[src/hdl/rider_status_cfg.svh]
`ifndef RIDER_STATUS_CFG_SVH
`define RIDER_STATUS_CFG_SVH

// Firmware revision reported in status word 0
`define MAJOR_REV 8'd1
`define MINOR_REV 8'd4
`define PATCH_REV 8'd2

// Number of 32-bit status words in the map
`define STATUS_REG_COUNT 21

`endif

[src/hdl/status_pkg.sv]
package status_pkg;

  // Hard errors raised outside the counters
  typedef struct packed {
    logic       trig_num_from_tt;
    logic       trig_type_from_tt;
    logic       trig_num_from_cm;
    logic       trig_type_from_cm;
    logic       pll_unlock;
    logic       trig_rate;
    logic [4:0] chan_error_rc;
  } hard_err_t;

  typedef struct packed {
    logic daq_clk_sel;
    logic daq_clk_en;
    logic adcclk_clkin1_stat;
    logic adcclk_clkin0_stat;
    logic adcclk_stat_ld;
    logic adcclk_stat;
  } clk_stat_t;

  // DAQ link and TTC/TTS
  typedef struct packed {
    logic       daq_almost_full;
    logic       daq_ready;
    logic [3:0] tts_state;
    logic [5:0] ttc_chan_b_info;
    logic       ttc_ready;
  } link_stat_t;

  typedef struct packed {
    logic [33:0] cm_state;
    logic [3:0]  ttr;
    logic [3:0]  ptr;
    logic [3:0]  cac;
    logic [3:0]  caca;
    logic [3:0]  pc;
    logic [6:0]  tp;
  } fsm_stat_t;

  typedef struct packed {
    logic [4:0] acq_readout_pause;
    logic [4:0] fill_type;
    logic [4:0] chan_en;
    logic [4:0] acq_dones;
    logic       endianness_sel;
    logic       trig_fifo_full;
    logic       acq_fifo_full;
    logic [2:0] trig_settings;
  } acq_stat_t;

  typedef struct packed {
    logic        prog_chan_done;
    logic        async_mode;
    logic [11:0] i2c_temp;
    logic [31:0] trig_delay;
  } board_stat_t;

  // Count and host threshold per soft error
  typedef struct packed {
    logic [31:0] data_corrupt_count;
    logic [31:0] data_corrupt_thres;
    logic [31:0] unknown_ttc_count;
    logic [31:0] unknown_ttc_thres;
    logic [31:0] ddr3_overflow_count;
    logic [31:0] ddr3_overflow_thres;
  } soft_err_t;

  typedef struct packed {
    logic [23:0] trig_num;
    logic [43:0] trig_timestamp;
    logic [23:0] pulse_trig_num;
  } trig_info_t;

endpackage

[src/hdl/regbus_pkg.sv]
package regbus_pkg;

  // Read request, valid while req is high
  typedef struct packed {
    logic [4:0] addr;
  } rd_req_t;

  // Read response, valid while ack is high
  typedef struct packed {
    logic [31:0] rdata;
    logic        err;
  } rd_rsp_t;

endpackage

[src/hdl/soft_error_counter.sv]
`timescale 1ns/10ps

module soft_error_counter (
  input  logic        clk,
  input  logic        reset,
  input  logic        event_pulse,
  input  logic [31:0] threshold,
  output logic [31:0] count,
  output logic        flag
);

  logic [31:0] count_next;
  logic        over_thres;

  // Saturating increment
  always_comb begin
    count_next = count;
    if (event_pulse && (count != 32'hffff_ffff)) begin
      count_next = count + 32'd1;
    end
  end

  // Zero threshold disables the flag
  assign over_thres = (threshold != 32'd0) && (count_next >= threshold);

  always_ff @(posedge clk) begin
    if (reset) begin
      count <= 32'd0;
      flag  <= 1'b0;
    end else begin
      count <= count_next;
      // Sticky until reset
      if (over_thres) begin
        flag <= 1'b1;
      end
    end
  end

endmodule

[src/hdl/trigger_tracker.sv]
`timescale 1ns/10ps

module trigger_tracker (
  input  logic                   clk,
  input  logic                   reset,
  input  logic                   trig,
  input  logic                   pulse_trig,
  output status_pkg::trig_info_t info
);

  // Free-running time base
  logic [43:0] timestamp;

  always_ff @(posedge clk) begin
    if (reset) begin
      timestamp <= 44'd0;
    end else begin
      timestamp <= timestamp + 44'd1;
    end
  end

  // TTC trigger count and timestamp capture
  always_ff @(posedge clk) begin
    if (reset) begin
      info.trig_num       <= 24'd0;
      info.trig_timestamp <= 44'd0;
    end else if (trig) begin
      info.trig_num       <= info.trig_num + 24'd1;
      // Value before this edge's increment
      info.trig_timestamp <= timestamp;
    end
  end

  // Front panel triggers
  always_ff @(posedge clk) begin
    if (reset) begin
      info.pulse_trig_num <= 24'd0;
    end else if (pulse_trig) begin
      info.pulse_trig_num <= info.pulse_trig_num + 24'd1;
    end
  end

endmodule

[src/hdl/status_reg_block.sv]
`timescale 1ns/10ps
`include "rider_status_cfg.svh"

module status_reg_block (
  input  status_pkg::hard_err_t   hard_err,
  input  status_pkg::clk_stat_t   clk_stat,
  input  status_pkg::link_stat_t  link_stat,
  input  status_pkg::fsm_stat_t   fsm_stat,
  input  status_pkg::acq_stat_t   acq_stat,
  input  status_pkg::board_stat_t board_stat,
  input  status_pkg::soft_err_t   soft_err,
  input  status_pkg::trig_info_t  trig_info,
  input  logic                    err_data_corrupt,
  input  logic                    err_unknown_ttc,
  input  logic                    ddr3_overflow_warning,
  output logic [31:0]             status_regs [`STATUS_REG_COUNT]
);

  // FPGA status and firmware revision
  assign status_regs[0] = {1'b0, board_stat.prog_chan_done, board_stat.async_mode, 5'd0,
                           `MAJOR_REV, `MINOR_REV, `PATCH_REV};

  // Hard errors and the DDR3 warning
  assign status_regs[1] = {18'd0, ddr3_overflow_warning, hard_err.chan_error_rc,
                           hard_err.trig_type_from_cm, hard_err.trig_type_from_tt,
                           hard_err.trig_num_from_cm, hard_err.trig_num_from_tt,
                           err_data_corrupt, hard_err.trig_rate, err_unknown_ttc,
                           hard_err.pll_unlock};

  // External clock, temperature in the top bits
  assign status_regs[2] = {board_stat.i2c_temp, 18'd0, clk_stat.daq_clk_sel,
                           clk_stat.daq_clk_en};

  assign status_regs[3] = {28'd0, clk_stat.adcclk_clkin1_stat, clk_stat.adcclk_clkin0_stat,
                           clk_stat.adcclk_stat_ld, clk_stat.adcclk_stat};

  assign status_regs[4] = {30'd0, link_stat.daq_almost_full, link_stat.daq_ready};

  // TTC/TTS
  assign status_regs[5] = {21'd0, link_stat.tts_state, link_stat.ttc_chan_b_info,
                           link_stat.ttc_ready};

  // cm_state spills its top two bits into word 7
  assign status_regs[6] = fsm_stat.cm_state[31:0];
  assign status_regs[7] = {3'd0, fsm_stat.cm_state[33:32], fsm_stat.pc, fsm_stat.tp,
                           fsm_stat.caca, fsm_stat.cac, fsm_stat.ptr, fsm_stat.ttr};

  // Acquisition
  assign status_regs[8] = {11'd0, acq_stat.acq_dones, acq_stat.endianness_sel,
                           acq_stat.acq_readout_pause, acq_stat.fill_type, acq_stat.chan_en};

  assign status_regs[9]  = {27'd0, acq_stat.trig_settings, acq_stat.acq_fifo_full,
                            acq_stat.trig_fifo_full};
  assign status_regs[10] = board_stat.trig_delay;

  // Trigger counts and the 44-bit timestamp split over two words
  assign status_regs[11] = {8'd0, trig_info.trig_num};
  assign status_regs[12] = trig_info.trig_timestamp[31:0];
  assign status_regs[13] = {20'd0, trig_info.trig_timestamp[43:32]};
  assign status_regs[14] = {8'd0, trig_info.pulse_trig_num};

  // Threshold then count, per soft error
  assign status_regs[15] = soft_err.data_corrupt_thres;
  assign status_regs[16] = soft_err.data_corrupt_count;
  assign status_regs[17] = soft_err.unknown_ttc_thres;
  assign status_regs[18] = soft_err.unknown_ttc_count;
  assign status_regs[19] = soft_err.ddr3_overflow_thres;
  assign status_regs[20] = soft_err.ddr3_overflow_count;

endmodule

[src/hdl/status_read_port.sv]
`timescale 1ns/10ps
`include "rider_status_cfg.svh"

module status_read_port (
  input  logic                 clk,
  input  logic                 reset,
  input  logic                 req,
  input  regbus_pkg::rd_req_t  rd_req,
  input  logic [31:0]          status_regs [`STATUS_REG_COUNT],
  output logic                 ack,
  output regbus_pkg::rd_rsp_t  rd_rsp
);

  logic        addr_ok;
  logic [31:0] sel_word;
  logic        start;

  // New request seen, response not yet given
  assign start = req && !ack;

  // Address decode with out-of-range check
  assign addr_ok = (int'(rd_req.addr) < `STATUS_REG_COUNT);

  always_comb begin
    sel_word = 32'd0;
    for (int i = 0; i < `STATUS_REG_COUNT; i++) begin
      if (int'(rd_req.addr) == i) begin
        sel_word = status_regs[i];
      end
    end
  end

  // Four-phase handshake
  always_ff @(posedge clk) begin
    if (reset) begin
      ack <= 1'b0;
    end else if (start) begin
      ack <= 1'b1;
    end else if (!req) begin
      ack <= 1'b0;
    end
  end

  // Snapshot at the start, held while ack is high
  always_ff @(posedge clk) begin
    if (start) begin
      rd_rsp.rdata <= addr_ok ? sel_word : 32'd0;
      rd_rsp.err   <= !addr_ok;
    end
  end

endmodule

[src/hdl/rider_status_top.sv]
`timescale 1ns/10ps
`include "rider_status_cfg.svh"

module rider_status_top (
  input  logic                    clk,
  input  logic                    reset,
  input  status_pkg::hard_err_t   hard_err,
  input  status_pkg::clk_stat_t   clk_stat,
  input  status_pkg::link_stat_t  link_stat,
  input  status_pkg::fsm_stat_t   fsm_stat,
  input  status_pkg::acq_stat_t   acq_stat,
  input  status_pkg::board_stat_t board_stat,
  input  logic                    cs_mismatch,
  input  logic                    unknown_cmd,
  input  logic                    ddr3_overflow,
  input  logic                    trig,
  input  logic                    pulse_trig,
  input  logic [31:0]             thres_data_corrupt,
  input  logic [31:0]             thres_unknown_ttc,
  input  logic [31:0]             thres_ddr3_overflow,
  input  logic                    req,
  input  regbus_pkg::rd_req_t     rd_req,
  output logic                    ack,
  output regbus_pkg::rd_rsp_t     rd_rsp
);

  status_pkg::soft_err_t  soft_err;
  status_pkg::trig_info_t trig_info;
  logic                   err_data_corrupt;
  logic                   err_unknown_ttc;
  logic                   ddr3_overflow_warning;
  logic [31:0]            status_regs [`STATUS_REG_COUNT];

  // Host thresholds go straight into the map
  assign soft_err.data_corrupt_thres  = thres_data_corrupt;
  assign soft_err.unknown_ttc_thres   = thres_unknown_ttc;
  assign soft_err.ddr3_overflow_thres = thres_ddr3_overflow;

  // Checksum mismatches count as data corruption
  soft_error_counter u_data_corrupt (
    .clk         (clk),
    .reset       (reset),
    .event_pulse (cs_mismatch),
    .threshold   (thres_data_corrupt),
    .count       (soft_err.data_corrupt_count),
    .flag        (err_data_corrupt)
  );

  soft_error_counter u_unknown_ttc (
    .clk         (clk),
    .reset       (reset),
    .event_pulse (unknown_cmd),
    .threshold   (thres_unknown_ttc),
    .count       (soft_err.unknown_ttc_count),
    .flag        (err_unknown_ttc)
  );

  // Only a warning, not a hard error
  soft_error_counter u_ddr3_overflow (
    .clk         (clk),
    .reset       (reset),
    .event_pulse (ddr3_overflow),
    .threshold   (thres_ddr3_overflow),
    .count       (soft_err.ddr3_overflow_count),
    .flag        (ddr3_overflow_warning)
  );

  trigger_tracker u_trigger_tracker (
    .clk        (clk),
    .reset      (reset),
    .trig       (trig),
    .pulse_trig (pulse_trig),
    .info       (trig_info)
  );

  status_reg_block u_status_reg_block (
    .hard_err              (hard_err),
    .clk_stat              (clk_stat),
    .link_stat             (link_stat),
    .fsm_stat              (fsm_stat),
    .acq_stat              (acq_stat),
    .board_stat            (board_stat),
    .soft_err              (soft_err),
    .trig_info             (trig_info),
    .err_data_corrupt      (err_data_corrupt),
    .err_unknown_ttc       (err_unknown_ttc),
    .ddr3_overflow_warning (ddr3_overflow_warning),
    .status_regs           (status_regs)
  );

  status_read_port u_status_read_port (
    .clk         (clk),
    .reset       (reset),
    .req         (req),
    .rd_req      (rd_req),
    .status_regs (status_regs),
    .ack         (ack),
    .rd_rsp      (rd_rsp)
  );

endmodule

[config.mk]
export PLATFORM = sky130hd
export DESIGN_NAME = rider_status_top
export DESIGN_NICKNAME = d
export VERILOG_FILES = /design/src/hdl/status_pkg.sv /design/src/hdl/regbus_pkg.sv /design/src/hdl/soft_error_counter.sv /design/src/hdl/trigger_tracker.sv /design/src/hdl/status_reg_block.sv /design/src/hdl/status_read_port.sv /design/src/hdl/rider_status_top.sv
export VERILOG_INCLUDE_DIRS = /design/src /design/src/hdl
export SDC_FILE = /design/constraint.sdc
export NUM_CORES = 1
export LEC_CHECK = 0
export BUFFER_PORTS_ARGS = -buffer_cell sky130_fd_sc_hd__buf_4
export CAP_MARGIN = 0
export CORE_ASPECT_RATIO = 2
export CORE_MARGIN = 2
export CORE_UTILIZATION = 60
export DETAILED_ROUTE_END_ITERATION = 8
export PLACE_DENSITY = 0.84
export SLEW_MARGIN = 25
export SYNTH_ARGS = -nofsm -noshare
export SYNTH_HDL_FRONTEND = slang
export SYNTH_SLANG_ARGS = --single-unit
[constraint.sdc]
create_clock -name clk -period 5.4 [get_ports clk]
set_input_delay 1.62 -clock clk [delete_from_list [all_inputs] [get_ports clk]]
set_output_delay 1.62 -clock clk [all_outputs]
set_load 0.02 [all_outputs]
# ---- Word-level counts from Yosys, hierarchy flattened
# Cells that the tools add are included.
dict set report classes {
  n_addsub 6
  div 0
  order_cmp 4
  muxes 26
  n_bitwise 0
  reduce_logical 13
  multipliers 0
  eq_ne 24
  n_shift 0
}
# operator count
set ops {}
lappend ops {{$mux 32} 22}
lappend ops {{$add 32x1->32 const B} 3}
lappend ops {{$ge 32x32->1} 3}
lappend ops {{$ne 32x32->1 const B} 3}
lappend ops {{$reduce_bool 32->1} 3}
lappend ops {{$eq 5x5->1 const B} 13}
lappend ops {{$mux 31} 2}
lappend ops {{$add 24x1->24 const B} 2}
lappend ops {{$add 44x1->44 const B} 1}
lappend ops {{$eq 5x4->1 const B} 4}
lappend ops {{$eq 5x3->1 const B} 2}
lappend ops {{$logic_and 1x1->1} 7}
lappend ops {{$eq 5x2->1 const B} 1}
lappend ops {{$logic_not 5->1} 1}
lappend ops {{$lt 5x5->1 const B} 1}
lappend ops {{$logic_not 1->1} 2}
lappend ops {{$mux 1} 2}
lappend ops {{$ne 2x1->1 const B} 1}
dict set report word_totals {
  mem_bits_ro 0
  input_bits 272
  mem_bits_rw 0
  latchBits 0
  elab_cells 86
  ff_bits 269
  output_inout_bits 34
  memories 0
}

# ---- Depth between registers and ports, before layout
dict set report logic_depth {
  depth_word 22
  mapped_depth 14
  depth_no_buf 13
}

# ---- Cells and area by module
# From an unflattened synthesis, not the netlist that was laid out.
dict set report unflattened {
  cells_unflattened 3381
  hier_area_um2 27370.0
}
# module seq_area_each_um2 instances cells_per_inst area_each_um2
set modules_own_cells {}
lappend modules_own_cells {soft_error_counter 660.6 3 330 2748.9}
lappend modules_own_cells {status_read_port 1011.0 1 1062 8189.1}
lappend modules_own_cells {trigger_tracker 2722.6 1 655 5881.9}
lappend modules_own_cells {status_reg_block 0.0 1 674 5052.3}

# ---- Worst setup path after synthesis
# OpenSTA, ideal clock, no wires.
dict set report synth_timing {
  kind {input -> register}
  start {input port unknown_cmd}
  end {register u_unknown_ttc.flag}
  setup_ns 0.124
  n_path_buf 0
  required_time_ns 5.276
  cell_stages 12
  arrival_ns 3.700
  setup_slack_ns 1.577
  cell_sequence {and3_1 > nand4_1 > a211o_1 > nor3_1 > xor2_1 > ha_1 > nand4_1 > nor2_1 > nor4b_1 > a222oi_1 > nor4b_1 > nor2_1}
}
dict set report synth_between {
  elab_chain_cells 4
}
# item line
set synth_rtl {}
lappend synth_rtl {{from (decl)} rider_status_top.sv:14} ;# input logic unknown_cmd,
lappend synth_rtl {{$logic_and 1x1->1} soft_error_counter.sv:18} ;# if (event_pulse && (count != 32'hffff_ffff)) begin
lappend synth_rtl {{$mux 32} soft_error_counter.sv:18}
lappend synth_rtl {{named net u_unknown_ttc.count_next[21]} soft_error_counter.sv:12} ;# logic [31:0] count_next;
lappend synth_rtl {{$ge 32x32->1} soft_error_counter.sv:24} ;# assign over_thres = (threshold != 32'd0) && (count_next >= threshold);
lappend synth_rtl {{$logic_and 1x1->1} soft_error_counter.sv:24}
lappend synth_rtl {{to (signal assigned)} soft_error_counter.sv:29} ;# flag <= 1'b0;
lappend synth_rtl {{to (signal assigned)} soft_error_counter.sv:34} ;# flag <= 1'b1;
lappend synth_rtl {{to (decl)} soft_error_counter.sv:9} ;# output logic flag
# The timed path passes the listed nets, and every way through them passes these cells.
# A chain may end at the register's enable or synchronous reset.

# ---- Worst setup path in the final report
dict set report layout_timing {
  start {input port rd_req[1] (netlist bit)}
  end {register, netlist name u_status_read_port.rd_rsp[14]}
}
dict set report layout_between {
  elab_chain_cells 21
  elab_cells_between_ends 41
  cone_classes {1 x order compare; 20 x eq/ne; 20 x mux}
}
# item line
set layout_rtl {}
lappend layout_rtl {{from (decl)} rider_status_top.sv:22} ;# input regbus_pkg::rd_req_t rd_req,
lappend layout_rtl {{$eq 5x2->1} status_read_port.sv:27} ;# if (int'(rd_req.addr) == i) begin
lappend layout_rtl {{$mux 31} status_read_port.sv:27}
lappend layout_rtl {{$mux 32 (19 in a row)} status_read_port.sv:27}
# Several ways; a longest one is shown, not always the timed one.

==> results.py <==
metrics = {
    "power": {
        "powerDensity_nw_per_um2": 222,
        "switching_share_pct": 28.5,
        "p_clk_share_pct": 40.0,
        "pwr-share-seq_pct": 43.7,
        "internal-power_mw": 3.41,
        "leakagePower_nw": 9.01,
        "switching_power_mw": 1.36,
        "ir_drop_mv": 0.211,
        "power_mw": 4.77,
        "power_frac_comb_pct": 16.2,
    },
    "synth": {
        "synth_ff_type": "dfxtp_1",
        "syn_avg_cell_area_sq_um": 8.06,
        "synth_commonest_cells": "nor2_1 (239), dfxtp_1 (236), a21oi_1 (172), o21ai_0 (133), nand2_1 (126)",
        "synth.net_count": 2617,
        "synth_area_leaders": "dfxtp_1 (26%), ha_1 (7.1%), edfxtp_1 (5.5%)",
        "ys.warnings.count": 0,
        "seq_area_frac_synth_pct": 31.6,
        "synth_xor_area_share_pct": 8.14,
        "synth_fa_ha_area_share_pct": 7.06,
        "synth_compound_area_share_pct": 18.8,
        "synth_top_family_by_area": "simple AND/OR/NAND/NOR gates",
        "yosys.area_share.simple_pct": 24.5,
        "yosys.cell_types.count": 88,
        "synth_edf_count": 33,
        "synth_most_common_cell": "nor2_1",
        "ys_ff_latch": 269,
        "yosysTopAreaCell": "dfxtp_1",
        "yosysTopAreaCellShare_pct": 26.1,
        "netlist_area_sq_um": 18100,
        "synthMuxAreaShare_pct": 4.52,
        "ys_async_sr_fraction_pct": 0,
        "synthCells": 2243,
    },
    "worst_hold_path": {
        "hold_path_class": "flip-flop to flip-flop",
        "min_to": "u_trigger_tracker.timestamp[0]$_SDFF_PP0_",
        "min_from": "u_trigger_tracker.timestamp[0]$_SDFF_PP0_",
        "holdPathStages": 1,
    },
    "sta": {
        "fin_worst_skew_ns": 0.0262,
        "worst_pin_slew_ns": 1.19,
        "rsz0062_at_grt": "no",
        "post-route-min-period_ns": 4.14,
        "maxSlewHeadroom_pct": 19.8,
        "fin_tns_setup_ns": 0,
        "post-route-period-util_pct": 76.6,
        "clock.fmax_mhz": 242,
        "setup_viol": 0,
        "slew_viol_final": 0,
        "hold_violations": 0,
    },
    "global_route": {
        "antenna_found_initial": 1,
        "grt_pass1_vias": 18589,
        "grt-ovfl-total": 0,
        "grt_usage_pct": 45.8,
        "grt_pass1_wl_um": 111000,
        "grt_max_degree": 114,
    },
    "clock_network": {
        "cts.sinks": 269,
        "root_buffer": "clkbuf_16",
        "cts.clk_slew.worst_paths_ns": 0.07,
        "htreeDepth": 1,
        "holdBufCountCts": 0,
        "cts_tree": "done",
        "cts_buffer_depth": 3,
        "cts_buffers": 25,
        "worstSkewPairLatency_ns": 0.57,
        "post_cts_resized": 0,
        "post_cts_buffers": 0,
    },
    "floorplan": {
        "start_util_pct": 60.4,
        "die_w_um": 127,
        "io_pins": 306,
        "core.rowCount": 90,
        "coreArea_sq_um": 30000,
        "dieHeight_um": 250,
        "dieArea_sq_um": 31600,
    },
    "critical_path": {
        "ff2ff_setup_slack_ns": 1.38,
        "cpMostUsedCell": "buf_4",
        "critPathKind": "primary input to flip-flop",
        "cp_max_fo": 54,
        "timing.rr.start": "u_unknown_ttc.count[0]$_SDFF_PP0_",
        "end_kind": "flip-flop",
        "max_stage_delay_ns": 0.92,
        "start_kind": "primary input",
        "worst_r2r_path_depth": 13,
        "cp_slowest_cell": "a222oi_1",
        "arrival_ns": 4.35,
        "timing.rr.end": "u_unknown_ttc.flag$_SDFFE_PP0P_",
        "crit_chain": "buf_4 -> or3b_2 -> nor2_1 -> buf_4 -> a222oi_1 -> o211ai_1",
        "crit_required_ns": 5.61,
    },
    "detailed_routing": {
        "via_count": 19724,
        "via_per_inst": 6.85,
        "drtIter0Drc": 2800,
        "ant_nets": 0,
        "wl_per_cell_um": 26.1,
        "firstDrtPassIters": 9,
        "drc_errors": 2,
        "routed_wl_um": 75200,
    },
    "placement": {
        "io_buffers": 305,
        "place.gp.congestion": 1.07,
        "placed_cells": 2831,
        "place_area_sq_um": 20600,
        "dpl.hpwl_um": 57000,
    },
    "finish": {
        "fin_util_pct": 71.7,
        "postLayoutCellArea_sq_um": 21500,
        "fin_nets": 2864,
        "final_cells": 2878,
        "drive_above_1_share_pct": 16.7,
        "area_delta_synth_final_pct": 18.8,
    },
    "outcome": {
        "violations": "design-rule violations",
        "status": "finished, violations left",
    },
    "flow_run": {
        "maxCapViolations": 0,
    },
}
power groups by stage:
stage / Clock [mW] / Combinational (mW) / Sequential [mW]
finish: 1.91 / 0.775 / 2.09
global route: 1.97 / 0.803 / 2.09
floorplan: 0 / 0.332 / 2.14
global placement: 0 / 0.731 / 2.13
detailed placement: 0 / 0.735 / 2.13
CTS: 1.90 / 0.741 / 2.09
cell type report:
cell class / instances / area [sq um]
Sequential cell: 269 / 5720
Tap cell: 368 / 460
Antenna cell: 1 / 2.50
Timing Repair Buffer: 343 / 2590
Inverter: 119 / 447
Clock inverter: 14 / 131
Clock buffer: 32 / 724
Fill cell: 2414 / 8470
Multi-Input combinational cell: 1732 / 11400
metrics by stage:
step	hold slack (ns)	setup slack, ns
detailed placement	0.454	1.00
finish	0.470	1.26
global placement	0.443	1.02
CTS	0.471	1.51
global route	0.488	1.21
floorplan	0.425	1.58
per-layer routing:
metal  track usage, %  vias up  part of all wire [%]
li1                 -     8628                     -
met1             54.5     9102                    34
met2             69.9     1608                    43
met3             10.9      386                    12
met4             36.8        0                    10
met5                0        -                     0
how the worst max path moves through the flow:
stage	from	end	slack, ns	depth (start not counted)
after floorplan	unknown_cmd	u_unknown_ttc.flag$_SDFFE_PP0P_	1.58	12
after global routing	u_unknown_ttc.count[0]$_SDFF_PP0_	u_unknown_ttc.flag$_SDFFE_PP0P_	1.21	13
after CTS	u_unknown_ttc.count[0]$_SDFF_PP0_	u_unknown_ttc.flag$_SDFFE_PP0P_	1.51	13
final	rd_req[1]	u_status_read_port.rd_rsp[14]$_SDFFCE_PP0P_	1.26	6
after detailed placement	ddr3_overflow	u_ddr3_overflow.flag$_SDFFE_PP0P_	1.00	12
after global placement	ddr3_overflow	u_ddr3_overflow.flag$_SDFFE_PP0P_	1.02	12
logic make-up after synthesis:
group | count (synthesis)
multiplexers | 78
adder cells (fa/ha/maj) | 102
buffers and inverters | 242
flip-flops | 269
AND/OR/NAND/NOR | 845
AO/OA/AOI/OAI | 539
XOR/XNOR | 168
registers in the layout, indices dropped and copies added, names as in the netlist:
register	flops
u_ddr3_overflow.count	32
u_status_read_port.rd_rsp	33
u_data_corrupt.count	32
u_ddr3_overflow.flag	1
u_status_read_port.ack	1
u_trigger_tracker.info	92
u_trigger_tracker.timestamp	44
u_data_corrupt.flag	1
u_unknown_ttc.count	32
u_unknown_ttc.flag	1
worst max-delay path, delay by kind of cell:
family	cells	cell delay [ns]
AOI/OAI and AO/OA	2	1.26
and+or+nand+nor	2	0.62
buffers and inverters	2	0.81
placed cells by master (no fill, tap or decap), drive strengths merged, types with 8 or more instances in the layout:
cell    Yosys  routed
ha        102     102
a222oi     12      12
a22oi      38      38
o22ai      23      23
clkinv      1      10
nor3       42      42
nand2b     17      17
nand3      72      72
a21o       13      13
and4       26      26
a21oi     172     172
dfxtp     236     236
or3        19      19
xor2       90      90
and3       35      35
inv       118     119
edfxtp     33      33
nor2      240     240
nor2b     114     114
mux2i      69      69
a211oi     17      17
buf        48     343
clkbuf     75      32
o221ai     18      18
nor4       37      37
nand4      81      81
o21ai     135     135
o211ai     18      18
a221oi     15      15
and2        8       8
xnor2      78      78
nand2     126     126
No activity file was read; power rests on OpenSTA's default activity.
